==> src/hdl/ntm_ctrl_pkg.sv <==
// Control definitions of the memory update engine
// Controller state encoding

package ntm_ctrl_pkg;

  // Phases of one update run
  typedef enum logic [2:0] {
    // Waiting for start
    ST_IDLE   = 3'd0,
    // Loading write weighting, one per row
    ST_LOAD_W = 3'd1,
    // Loading erase vector, one per column
    ST_LOAD_E = 3'd2,
    // Loading add vector, one per column
    ST_LOAD_V = 3'd3,
    // Streaming the old matrix in
    ST_UPDATE = 3'd4,
    // Waiting for the pipeline to empty
    ST_DRAIN  = 3'd5
  } update_state_e;

endpackage

==> src/hdl/ntm_num_pkg.sv <==
// Number format of the memory update engine
// Fixed-point widths, constants and matrix size limits

package ntm_num_pkg;

  ////////////////////////////////////////////////////////////////////
  // Fixed-point format
  ////////////////////////////////////////////////////////////////////

  // Signed Q3.12 elements
  localparam int DATA_W = 16;
  localparam int FRAC_W = 12;

  // 1.0 in Q3.12
  localparam logic signed [DATA_W-1:0] ONE_FX = DATA_W'(1 << FRAC_W);

  // Saturation limits of the final sum
  localparam logic signed [DATA_W-1:0] DATA_MAX = {1'b0, {(DATA_W-1){1'b1}}};
  localparam logic signed [DATA_W-1:0] DATA_MIN = {1'b1, {(DATA_W-1){1'b0}}};

  ////////////////////////////////////////////////////////////////////
  // Matrix size limits
  ////////////////////////////////////////////////////////////////////

  localparam int N_MAX  = 8;
  localparam int W_MAX  = 8;
  localparam int IDX_W  = 3;
  // Sizes run 1 to 8, so one bit more than an index
  localparam int SIZE_W = 4;

endpackage

==> src/hdl/elem_if.sv <==
// Element interface between controller, vector store and update pipeline
// Carries one matrix element with its operands, plus the pipeline feedback

`timescale 1ns/10ps

interface elem_if;

  // Element qualifier and end of matrix marker
  logic valid;
  logic last;

  // Old matrix element
  logic signed [ntm_num_pkg::DATA_W-1:0] m;

  // Operands for this element, w(j), e(k) and v(k)
  logic signed [ntm_num_pkg::DATA_W-1:0] w;
  logic signed [ntm_num_pkg::DATA_W-1:0] e;
  logic signed [ntm_num_pkg::DATA_W-1:0] v;

  // Pipeline output is blocked
  logic stall;
  // Element at the pipeline output is the last of the matrix
  logic out_last;

  // Controller drives valid, last and m, store drives the operands
  modport src (output valid, last, m, w, e, v, input stall, out_last);
  modport sink (input valid, last, m, w, e, v, output stall, out_last);

endinterface

==> src/hdl/element_update_pipe.sv <==
// Three-stage fixed-point element update pipeline
// m * (1 - w*e) + w*v with truncating products and a saturated sum

`timescale 1ns/10ps

module element_update_pipe (
  input  logic                                  CLK,
  input  logic                                  RST,
  elem_if.sink                                  elem,
  output logic                                  m_out_valid,
  output logic signed [ntm_num_pkg::DATA_W-1:0] m_out,
  input  logic                                  m_out_ready
);

  logic advance;

  // Products widen, only the final sum is saturated
  logic signed [2*ntm_num_pkg::DATA_W-1:0] we_full, wv_full, keep;
  logic signed [3*ntm_num_pkg::DATA_W-1:0] mk_full, sum;
  logic signed [ntm_num_pkg::DATA_W-1:0]   sat;

  logic                                    s1_valid, s2_valid, s3_valid;
  logic                                    s1_last, s2_last, s3_last;
  logic signed [ntm_num_pkg::DATA_W-1:0]   s1_m;
  logic signed [2*ntm_num_pkg::DATA_W-1:0] s1_we, s1_wv, s2_wv;
  logic signed [3*ntm_num_pkg::DATA_W-1:0] s2_mk;
  logic signed [ntm_num_pkg::DATA_W-1:0]   s3_data;

  // Output held and not taken, so everything freezes
  assign elem.stall    = s3_valid && !m_out_ready;
  assign elem.out_last = s3_last;
  assign advance       = !elem.stall;

  ////////////////////////////////////////////////////////////////////
  // Datapath
  ////////////////////////////////////////////////////////////////////

  // Stage 1 inputs
  assign we_full = elem.w * elem.e;
  assign wv_full = elem.w * elem.v;

  // Stage 2 inputs, arithmetic shift rounds toward minus infinity
  assign keep    = ntm_num_pkg::ONE_FX - s1_we;
  assign mk_full = keep * s1_m;

  // Stage 3 inputs
  assign sum = s2_mk + s2_wv;

  always_comb begin
    if (sum > ntm_num_pkg::DATA_MAX) sat = ntm_num_pkg::DATA_MAX;
    else if (sum < ntm_num_pkg::DATA_MIN) sat = ntm_num_pkg::DATA_MIN;
    else sat = sum[ntm_num_pkg::DATA_W-1:0];
  end

  always_ff @(posedge CLK) begin
    if (advance) begin
      s1_m    <= elem.m;
      s1_we   <= we_full >>> ntm_num_pkg::FRAC_W;
      s1_wv   <= wv_full >>> ntm_num_pkg::FRAC_W;
      s2_mk   <= mk_full >>> ntm_num_pkg::FRAC_W;
      s2_wv   <= s1_wv;
      s3_data <= sat;
    end
  end

  ////////////////////////////////////////////////////////////////////
  // Valid and last tracking
  ////////////////////////////////////////////////////////////////////

  always_ff @(posedge CLK or posedge RST) begin
    if (RST) begin
      {s1_valid, s2_valid, s3_valid} <= 3'b000;
      {s1_last, s2_last, s3_last}    <= 3'b000;
    end else if (advance) begin
      s1_valid <= elem.valid;
      s2_valid <= s1_valid;
      s3_valid <= s2_valid;
      // Last only counts on a real element
      s1_last  <= elem.valid && elem.last;
      s2_last  <= s1_last;
      s3_last  <= s2_last;
    end
  end

  assign m_out_valid = s3_valid;
  assign m_out       = s3_data;

endmodule

==> src/hdl/index_counter.sv <==
// Row and column index counter
// Row-major walk with programmable limits and end flags

`timescale 1ns/10ps

module index_counter (
  input  logic                           CLK,
  input  logic                           RST,
  input  logic                           clear,
  input  logic                           step,
  input  logic [ntm_num_pkg::SIZE_W-1:0] limit_j,
  input  logic [ntm_num_pkg::SIZE_W-1:0] limit_k,
  output logic [ntm_num_pkg::IDX_W-1:0]  j,
  output logic [ntm_num_pkg::IDX_W-1:0]  k,
  output logic                           wrap_k,
  output logic                           last
);

  // Column at its limit, and whole matrix at its end
  assign wrap_k = ({1'b0, k} == limit_k - 1'b1);
  assign last   = wrap_k && ({1'b0, j} == limit_j - 1'b1);

  always_ff @(posedge CLK or posedge RST) begin
    if (RST) begin
      j <= '0;
      k <= '0;
    end else if (clear) begin
      j <= '0;
      k <= '0;
    end else if (step) begin
      if (wrap_k) begin
        k <= '0;
        // Row wraps too at the end, ready for the next phase
        j <= last ? '0 : j + 1'b1;
      end else begin
        k <= k + 1'b1;
      end
    end
  end

endmodule

==> src/hdl/memory_update_top.sv <==
// Top level of the memory matrix update engine
// Controller, index counter, vector store and update pipeline

`timescale 1ns/10ps

module memory_update_top (
  input  logic                                  CLK,
  input  logic                                  RST,
  input  logic        [ntm_num_pkg::SIZE_W-1:0] size_n,
  input  logic        [ntm_num_pkg::SIZE_W-1:0] size_w,
  input  logic                                  vec_valid,
  input  logic signed [ntm_num_pkg::DATA_W-1:0] vec_data,
  output logic                                  vec_ready,
  input  logic                                  m_in_valid,
  input  logic signed [ntm_num_pkg::DATA_W-1:0] m_in,
  output logic                                  m_in_ready,
  output logic                                  m_out_valid,
  output logic signed [ntm_num_pkg::DATA_W-1:0] m_out,
  input  logic                                  m_out_ready,
  input  logic                                  start,
  output logic                                  busy,
  output logic                                  done
);

  logic                           cnt_step, cnt_clear, cnt_wrap_k, cnt_last;
  logic [ntm_num_pkg::SIZE_W-1:0] limit_j, limit_k;
  logic [ntm_num_pkg::IDX_W-1:0]  j, k;
  logic                           vec_wr;
  logic [2:0]                     vec_sel;

  // Element and operands into the pipeline
  elem_if elem_i ();

  update_controller update_controller_i (
    .CLK        (CLK),
    .RST        (RST),
    .start      (start),
    .size_n     (size_n),
    .size_w     (size_w),
    .vec_valid  (vec_valid),
    .vec_ready  (vec_ready),
    .m_in_valid (m_in_valid),
    .m_in       (m_in),
    .m_in_ready (m_in_ready),
    .m_out_valid(m_out_valid),
    .m_out_ready(m_out_ready),
    .busy       (busy),
    .done       (done),
    .cnt_step   (cnt_step),
    .cnt_clear  (cnt_clear),
    .limit_j    (limit_j),
    .limit_k    (limit_k),
    .cnt_wrap_k (cnt_wrap_k),
    .cnt_last   (cnt_last),
    .vec_wr     (vec_wr),
    .vec_sel    (vec_sel),
    .elem       (elem_i.src)
  );

  index_counter index_counter_i (
    .CLK    (CLK),
    .RST    (RST),
    .clear  (cnt_clear),
    .step   (cnt_step),
    .limit_j(limit_j),
    .limit_k(limit_k),
    .j      (j),
    .k      (k),
    .wrap_k (cnt_wrap_k),
    .last   (cnt_last)
  );

  // Loads write at k, updates read w at j and e, v at k
  vector_store vector_store_i (
    .CLK    (CLK),
    .RST    (RST),
    .wr     (vec_wr),
    .sel    (vec_sel),
    .wr_idx (k),
    .wr_data(vec_data),
    .rd_j   (j),
    .rd_k   (k),
    .elem   (elem_i.src)
  );

  element_update_pipe element_update_pipe_i (
    .CLK        (CLK),
    .RST        (RST),
    .elem       (elem_i.sink),
    .m_out_valid(m_out_valid),
    .m_out      (m_out),
    .m_out_ready(m_out_ready)
  );

endmodule

==> src/hdl/update_controller.sv <==
// Phase controller of the memory update engine
// Load and update FSM, stream handshakes, counter and store control

`timescale 1ns/10ps

module update_controller (
  input  logic                                  CLK,
  input  logic                                  RST,
  input  logic                                  start,
  input  logic        [ntm_num_pkg::SIZE_W-1:0] size_n,
  input  logic        [ntm_num_pkg::SIZE_W-1:0] size_w,
  input  logic                                  vec_valid,
  output logic                                  vec_ready,
  input  logic                                  m_in_valid,
  input  logic signed [ntm_num_pkg::DATA_W-1:0] m_in,
  output logic                                  m_in_ready,
  input  logic                                  m_out_valid,
  input  logic                                  m_out_ready,
  output logic                                  busy,
  output logic                                  done,
  output logic                                  cnt_step,
  output logic                                  cnt_clear,
  output logic        [ntm_num_pkg::SIZE_W-1:0] limit_j,
  output logic        [ntm_num_pkg::SIZE_W-1:0] limit_k,
  input  logic                                  cnt_wrap_k,
  input  logic                                  cnt_last,
  output logic                                  vec_wr,
  output logic        [2:0]                     vec_sel,
  elem_if.src                                   elem
);

  ntm_ctrl_pkg::update_state_e state;
  ntm_ctrl_pkg::update_state_e state_nxt;

  logic vec_xfer;
  logic in_xfer;
  logic last_out_xfer;

  ////////////////////////////////////////////////////////////////////
  // Handshakes
  ////////////////////////////////////////////////////////////////////

  // One-hot vector select, bit 0 is w, bit 1 is e, bit 2 is v
  assign vec_sel[0] = (state == ntm_ctrl_pkg::ST_LOAD_W);
  assign vec_sel[1] = (state == ntm_ctrl_pkg::ST_LOAD_E);
  assign vec_sel[2] = (state == ntm_ctrl_pkg::ST_LOAD_V);

  assign vec_ready  = |vec_sel;
  assign m_in_ready = (state == ntm_ctrl_pkg::ST_UPDATE) && !elem.stall;

  assign vec_xfer = vec_valid && vec_ready;
  assign in_xfer  = m_in_valid && m_in_ready;
  // Last matrix element leaving the pipeline
  assign last_out_xfer = (state == ntm_ctrl_pkg::ST_DRAIN) && m_out_valid &&
                         m_out_ready && elem.out_last;

  assign busy = (state != ntm_ctrl_pkg::ST_IDLE);

  // Element into the pipeline, operands come from the store
  assign elem.valid = in_xfer;
  assign elem.m     = m_in;
  assign elem.last  = cnt_last;

  ////////////////////////////////////////////////////////////////////
  // Counter and store control
  ////////////////////////////////////////////////////////////////////

  assign cnt_step  = vec_xfer || in_xfer;
  assign cnt_clear = (state == ntm_ctrl_pkg::ST_IDLE) && start;
  assign vec_wr    = vec_xfer;

  // Loads walk k only, update walks the full matrix
  always_comb begin
    limit_j = {{(ntm_num_pkg::SIZE_W-1){1'b0}}, 1'b1};
    limit_k = size_w;
    case (state)
      ntm_ctrl_pkg::ST_LOAD_W: limit_k = size_n;
      ntm_ctrl_pkg::ST_UPDATE: limit_j = size_n;
      default: ;
    endcase
  end

  ////////////////////////////////////////////////////////////////////
  // FSM
  ////////////////////////////////////////////////////////////////////

  always_comb begin
    state_nxt = state;
    case (state)
      ntm_ctrl_pkg::ST_IDLE:   if (start) state_nxt = ntm_ctrl_pkg::ST_LOAD_W;
      ntm_ctrl_pkg::ST_LOAD_W: if (vec_xfer && cnt_wrap_k) state_nxt = ntm_ctrl_pkg::ST_LOAD_E;
      ntm_ctrl_pkg::ST_LOAD_E: if (vec_xfer && cnt_wrap_k) state_nxt = ntm_ctrl_pkg::ST_LOAD_V;
      ntm_ctrl_pkg::ST_LOAD_V: if (vec_xfer && cnt_wrap_k) state_nxt = ntm_ctrl_pkg::ST_UPDATE;
      ntm_ctrl_pkg::ST_UPDATE: if (in_xfer && cnt_last) state_nxt = ntm_ctrl_pkg::ST_DRAIN;
      ntm_ctrl_pkg::ST_DRAIN:  if (last_out_xfer) state_nxt = ntm_ctrl_pkg::ST_IDLE;
      default:                 state_nxt = ntm_ctrl_pkg::ST_IDLE;
    endcase
  end

  always_ff @(posedge CLK or posedge RST) begin
    if (RST) begin
      state <= ntm_ctrl_pkg::ST_IDLE;
      done  <= 1'b0;
    end else begin
      state <= state_nxt;
      // Single cycle, together with the return to idle
      done  <= last_out_xfer;
    end
  end

endmodule

==> src/hdl/vector_store.sv <==
// Operand store for the write weighting, erase and add vectors
// Indexed write from the vector stream, combinational read per element

`timescale 1ns/10ps

module vector_store (
  input  logic                                  CLK,
  input  logic                                  RST,
  input  logic                                  wr,
  input  logic        [2:0]                     sel,
  input  logic        [ntm_num_pkg::IDX_W-1:0]  wr_idx,
  input  logic signed [ntm_num_pkg::DATA_W-1:0] wr_data,
  input  logic        [ntm_num_pkg::IDX_W-1:0]  rd_j,
  input  logic        [ntm_num_pkg::IDX_W-1:0]  rd_k,
  elem_if.src                                   elem
);

  // w over rows, e and v over columns
  logic signed [ntm_num_pkg::DATA_W-1:0] w_mem [ntm_num_pkg::N_MAX];
  logic signed [ntm_num_pkg::DATA_W-1:0] e_mem [ntm_num_pkg::W_MAX];
  logic signed [ntm_num_pkg::DATA_W-1:0] v_mem [ntm_num_pkg::W_MAX];

  // Select is one-hot from the controller state
  always_ff @(posedge CLK or posedge RST) begin
    if (RST) begin
      for (int i = 0; i < ntm_num_pkg::N_MAX; i++) begin
        w_mem[i] <= '0;
      end
      for (int i = 0; i < ntm_num_pkg::W_MAX; i++) begin
        e_mem[i] <= '0;
        v_mem[i] <= '0;
      end
    end else if (wr) begin
      if (sel[0]) w_mem[wr_idx] <= wr_data;
      if (sel[1]) e_mem[wr_idx] <= wr_data;
      if (sel[2]) v_mem[wr_idx] <= wr_data;
    end
  end

  // Operands for the element at (j, k)
  assign elem.w = w_mem[rd_j];
  assign elem.e = e_mem[rd_k];
  assign elem.v = v_mem[rd_k];

endmodule

==> config.mk <==
export PLATFORM = sky130hd
export DESIGN_NAME = memory_update_top
export DESIGN_NICKNAME = d
export VERILOG_FILES = /design/src/hdl/ntm_ctrl_pkg.sv /design/src/hdl/ntm_num_pkg.sv /design/src/hdl/elem_if.sv /design/src/hdl/element_update_pipe.sv /design/src/hdl/index_counter.sv /design/src/hdl/memory_update_top.sv /design/src/hdl/update_controller.sv /design/src/hdl/vector_store.sv
export SDC_FILE = /design/constraint.sdc
export NUM_CORES = 2
export LEC_CHECK = 0
export ABC_AREA = 1
export BUFFER_PORTS_ARGS = -buffer_cell sky130_fd_sc_hd__buf_2
export CAP_MARGIN = 20
export CORE_MARGIN = 4
export CORE_UTILIZATION = 55
export CTS_BUF_LIST = sky130_fd_sc_hd__clkbuf_2 sky130_fd_sc_hd__clkbuf_4 sky130_fd_sc_hd__clkbuf_8
export CTS_CLUSTER_DIAMETER = 30
export DETAILED_ROUTE_END_ITERATION = 16
export GPL_TIMING_DRIVEN = 0
export PLACE_DENSITY = 0.71
export SYNTH_ARGS = -nofsm -noshare
export SYNTH_HDL_FRONTEND = slang
export SYNTH_SLANG_ARGS = --single-unit
export TNS_END_PERCENT = 5
==> constraint.sdc <==
create_clock -name CLK -period 15.7 [get_ports CLK]
set_input_delay 3.14 -clock CLK [delete_from_list [all_inputs] [get_ports CLK]]
set_output_delay 3.14 -clock CLK [all_outputs]
set_load 0.02 [all_outputs]
Word-level counts from Yosys, hierarchy flattened

Index checks and enable logic that the tools add are counted.

Mux-type cells: 31
Add/sub/neg operators: 6
Equal/unequal tests: 13
Multipliers: 3
Magnitude comparators: 5
Reductions and logical operators: 25
Bitwise gates (word level): 2

Operators by type and width:

| kind                     | number |
|---|---|
| $bwmux W128              | 3 |
| $bmux W16 S3             | 3 |
| $mux W16                 | 8 |
| $mul A16 B16 Y32         | 2 |
| $demux W16 S3            | 1 |
| $gt A48 B16 Y1 const B   | 1 |
| $lt A48 B16 Y1 const B   | 1 |
| $mux W3                  | 13 |
| $add A36 B20 Y37         | 1 |
| $mul A21 B16 Y37         | 1 |
| $sub A14 B20 Y21 const A | 1 |
| $pmux W3 S6              | 1 |
| $logic_and A1 B1 Y1      | 12 |
| $eq A3 B4 Y1             | 2 |
| $ge A4 B4 Y1 const B     | 2 |
| $mux W4                  | 2 |
| $ne A2 B2 Y1 const B     | 4 |
| $not A3 Y4               | 2 |
| $reduce_and A2 Y1        | 4 |
| $sub A4 B1 Y4 const B    | 2 |
| $add A3 B1 Y3 const B    | 2 |
| $eq A3 B2 Y1 const B     | 2 |
| $eq A3 B3 Y1 const B     | 2 |
| $reduce_and A6 Y1        | 1 |
| other kinds (9)          | 12 |

Bits in registers: 528
Output and inout bits: 21

Logic depth before layout (Yosys ltp)

Depth in word-level cells: 9
Mapped depth: 39
Gate-level depth less buffers: 37

Worst setup path before layout

OpenSTA, ideal clock, no wires.

Path kind: flip-flop to flip-flop
From: register element_update_pipe_i.s1_we[0] (netlist bit)
To: register element_update_pipe_i.s2_mk[34] (netlist bit) (data pin)
Stages on the path, launching flop included: 34
Library setup time: 260 ps
Data required time: 15440 ps
Data arrival time: 6545 ps
Path buffers: 1
Slack: 8895 ps
Clock period less this slack: 6805 ps
Cell sequence: edfxtp_1 > buf_2 > inv_1 > ha_1 > nand2_1 > nor2_2 > inv_2 > nor2_1 > nand4_1 > o21ai_1 > nand2_1 > nor2_2 > nand3_2 > nand2_1 > nor2_1 > inv_1 > fa_1 > fa_1 > inv_1 > fa_1 > fa_1 > fa_1 > inv_1 > fa_1 > inv_1 > ha_1 > nand2_1 > nor2_1 > inv_1 > nor2_1 > nand2_1 > o21ai_0 > a21oi_1 > xnor2_1

Word-level cells in the longest chain between the ends: 2

Ends and longest elaborated chain:

| what                                       | RTL line                  | source |
|---|---|---|
| start: declaration                         | element_update_pipe.sv:25 | `logic signed [2*ntm_num_pkg::DATA_W-1:0] s1_we, s1_wv, s2_wv;` |
| start signal: assignment                   | element_update_pipe.sv:58 | `s1_we <= we_full >>> ntm_num_pkg::FRAC_W;` |
| $sub A14 B20 Y21                           | element_update_pipe.sv:43 | `assign keep = ntm_num_pkg::ONE_FX - s1_we;` |
| $mul A21 B16 Y37                           | element_update_pipe.sv:44 | `assign mk_full = keep * s1_m;` |
| net element_update_pipe_i.mk_full, one bit | element_update_pipe.sv:19 | `logic signed [3*ntm_num_pkg::DATA_W-1:0] mk_full, sum;` |
| end signal: assignment                     | element_update_pipe.sv:60 | `s2_mk <= mk_full >>> ntm_num_pkg::FRAC_W;` |
| end: declaration                           | element_update_pipe.sv:26 | `logic signed [3*ntm_num_pkg::DATA_W-1:0] s2_mk;` |

The timed path passes the listed nets, and every way through them passes these cells.
A chain may end at the register's enable or synchronous reset.

Worst setup path after layout

From: register index_counter_i.k[0] (netlist bit)
To: register element_update_pipe_i.s1_wv[19] (netlist name)

Word-level cells in the longest chain between the ends: 5

Ends and longest elaborated chain:

| what                                        | RTL line                  | source |
|---|---|---|
| start: declaration                          | index_counter.sv:14       | `output logic [ntm_num_pkg::IDX_W-1:0] k,` |
| start signal: assignment                    | index_counter.sv:36       | `k <= k + 1'b1;` |
| $not A3 Y4 (not written as such)            | vector_store.sv:43        | `assign elem.v = v_mem[rd_k];` |
| $bmux W16 S3                                | vector_store.sv:43        |  |
| $mux W16 (not written as such) (2 in a row) | vector_store.sv:43        |  |
| $mul A16 B16 Y32                            | element_update_pipe.sv:40 | `assign wv_full = elem.w * elem.v;` |
| net element_update_pipe_i.wv_full, one bit  | element_update_pipe.sv:18 | `logic signed [2*ntm_num_pkg::DATA_W-1:0] we_full, wv_full, keep;` |

The timed path passes the listed nets, and every way through them passes these cells. The select of a mux whose other input is x is not followed.

==> results by group <==
Status
  • Outcome: completed

Route
  • DRC errors left: 0
  • Total number of vias: 45980
  • WL per Instance: 20.47 microns
  • Initial drt markers: 4334
  • Final WL: 170800 microns
  • Post-route ant nets: 0
  • Via density: 5.512
  • TritonRoute pass-1 iters: 8

Critical path
  • Worst Path Max Fanout: 10
  • Worst setup path category: register to register
  • Worst Setup End Kind: register
  • Worst Setup EP: element_update_pipe_i.s1_wv[19]
  • Path depth of the worst reg2reg path: 26
  • Reg2reg setup slack: 6540 ps
  • Critical path startpoint: index_counter_i.k[0]
  • Crit path DAT: 9670 ps
  • Crit path launch type: register
  • Worst r2r dst: element_update_pipe_i.s1_wv[19]
  • Worst reg2reg startpoint: index_counter_i.k[0]
  • Worst endpoint required time: 16210 ps

Synth
  • Commonest cells post-synth: nand2_1, inv_1, fa_1
  • Largest area contributor in the netlist: fa_1
  • Async set-reset flop share out of synthesis: 77.37%
  • Top cells by area, synth: fa_1, dfrtp_1, nand2_1
  • Synth warnings: 0
  • Post-synth EDFFs: 117
  • Sequential share of the synthesized area: 24.22%
  • Avg Synthesized Cell Area: 8.332 sq um
  • Synthesized flop and latch total: 517
  • Yosys cell types: 53
  • Mapped Nets: 7877
  • Most common cell in the netlist: nand2_1
  • Post-Syn Instances: 6700
  • Yosys top cell area share: 30.62%
  • Synth Cell Area: 55830 sq um
  • Ys flop type: dfrtp_1

Die
  • Site Rows: 116
  • Die Height: 326.6 microns
  • Die W: 326.6 microns
  • Die Area: 106700 sq um
  • Core ar.: 100400 sq um
  • I/O pin cnt: 67
  • Starting Density: 55.58%

CTS
  • Worst skew pair latency: 820 ps
  • Clk slew on worst S/H paths: 60 ps
  • CTS tree: yes
  • CTS Sinks: 517
  • Cts hold-fix bufs: 0
  • Root Buffer: clkbuf_8
  • Bufs on Longest Clock Path: 3
  • CTS resizes: 0
  • # H-tree levels: 3
  • Clock buffer count from CTS: 114
  • Post-CTS Setup Bufs: 0

STA
  • Measured slew at the worst slew-check pin: 1271 ps
  • Peak Freq: 0.1092 GHz
  • Slew headroom: 14.61%
  • Crit share post-route: 58.34%
  • Setup-failing EPs final: 0
  • RSZ-0062 raised after global routing: no
  • Endpoints failing hold: 0
  • Skew final: 50.08 ps
  • PnR worst setup slack: 6541 ps
  • Max-slew violations: 0
  • Post-route minimum period: 9159 ps

Global routing
  • First-pass GRT wire length: 268000 microns
  • All-Layer GR Usage: 32.60%
  • Gr ovfl total: 0
  • Pin count of the biggest net entering global routing: 133
  • Antenna violations before repair: 1
  • Vias in the first global route: 47650

Finish
  • Final nets: 8065
  • Area Overhead vs Synth: 9.012%
  • Share of cells above drive strength 1: 6.443%

Place
  • HPWL Detailed: 136000 microns
  • Pre-CTS WS: 6971 ps
  • Placer Congestion: 1.022
  • Port bufs: 66

Worst hold path
  • Hold crit path type: register to register

Flow run
  • # Max-Cap Violations: 0
routing by layer:
layer | GRT usage (%) | part of all wire (%)
met5 | 0 | 0
met4 | 21.61 | 8.2
met3 | 6.196 | 8.2
met2 | 53.54 | 47
met1 | 39.37 | 37
worst min-delay path by stage:
stage | start | end | slack (ps) | depth (start not counted)
detailed placement | element_update_pipe_i.s1_wv[19] | element_update_pipe_i.s2_wv[19] | 400 | 0
global placement | element_update_pipe_i.s1_wv[0] | element_update_pipe_i.s2_wv[0] | 400 | 0
finish | element_update_pipe_i.s1_wv[2] | element_update_pipe_i.s2_wv[2] | 410 | 0
CTS | element_update_pipe_i.s1_wv[2] | element_update_pipe_i.s2_wv[2] | 410 | 0
floorplan | element_update_pipe_i.s1_wv[0] | element_update_pipe_i.s2_wv[0] | 400 | 0
global route | element_update_pipe_i.s1_wv[15] | element_update_pipe_i.s2_wv[15] | 410 | 0
worst max-delay path: stages (launching register included):
cell	delay, ps
dfrtp_1	420
buf_2	210
nor3_1	1020
clkbuf_1	750
a221oi_1	190
nand3_1	520
nand2_1	280
inv_1	150
fa_1	530
fa_1	860
inv_1	100
fa_1	490
inv_1	50
fa_1	520
inv_1	50
fa_1	480
inv_1	50
fa_1	470
ha_1	400
a21oi_1	310
o21ai_0	200
a211oi_1	250
nand2_1	190
nand2_1	120
nand2_1	50
nand2_1	70
nand2_1	100
placed cells by master (no fill, tap or decap), types with 9 or more instances in the layout:
cell          n
a21o_1       10
fa_1        854
bufinv_16    19
o21ai_1      52
nand4_1      42
a22o_1       24
a31oi_1      24
a221oi_1     10
clkinv_1     19
a221oi_2     15
nor4_1        9
ha_1        277
nor2_1      356
edfxtp_1    117
xnor2_1      38
inv_2        13
o22ai_1      28
a21oi_1     134
dfrtp_1     400
nand2_1    1769
nand3_1     102
clkbuf_8    129
clkbuf_1    167
a22oi_1      33
xor2_1       63
buf_2       159
nor3_1       34
inv_1      1439
o21ai_0     498
buf_4        12
clkbuf_4     16
clkinv_2     18
flip-flops by register name (all words and copies together), names as in the netlist:
signal / flops
element_update_pipe_i.s1_last: 1
index_counter_i.j: 3
element_update_pipe_i.s1_m: 16
update_controller_i.done: 1
element_update_pipe_i.elem.out_last: 1
element_update_pipe_i.s2_valid: 1
index_counter_i.k: 3
element_update_pipe_i.s2_last: 1
element_update_pipe_i.s2_wv: 20
vector_store_i.v_mem: 128
update_controller_i.state: 3
element_update_pipe_i.s1_valid: 1
vector_store_i.w_mem: 128
element_update_pipe_i.s1_we: 20
element_update_pipe_i.s1_wv: 20
vector_store_i.e_mem: 128
element_update_pipe_i.s2_mk: 25
element_update_pipe_i.m_out_valid: 1
element_update_pipe_i.m_out: 16
cell type report:
cell class / instances / area (sq um)
tap: 1357 / 1698
inverter: 1467 / 5519
fill: 9033 / 39580
multi-input combinational: 4440 / 35610
clock inverter: 67 / 967.2
timing repair buffer: 72 / 455.4
buffer: 276 / 1190
clock buffer: 145 / 1896
antenna: 1 / 2.502
sequential: 517 / 13520
cell families (layout without fill, tap and decap cells):
| group | after synthesis | after routing | share of synthesized area [%] |
|---|---|---|---|
| buf+inv | 1743 | 2027 | 12.00 |
| fa+ha+maj | 1131 | 1131 | 36.83 |
| compound gates | 859 | 859 | 8.716 |
| xor+xnor | 101 | 101 | 1.585 |
| flops | 517 | 517 | 24.22 |
| simple gates | 2349 | 2349 | 16.65 |
| other cells | 0 | 1 | 0 |
stage by stage:
stage	utilization (%)	hold slack, ps	area (sq um)	cells	TNS (ps)
3_3_place_gp	57.60	403.8	57850	8123	-1119100
5_1_grt	60.59	409.1	60860	8342	0
4_1_cts	60.59	414.7	60850	8341	0
2_1_floorplan	-	400.3	55830	6700	0
6_report	60.59	413.7	60860	8342	0
3_5_place_dp	57.74	404.5	57990	8129	0
Power is left out: the tool's default activity adds up to more than one toggle a clock period on the data nets, which glitch-free logic cannot reach.
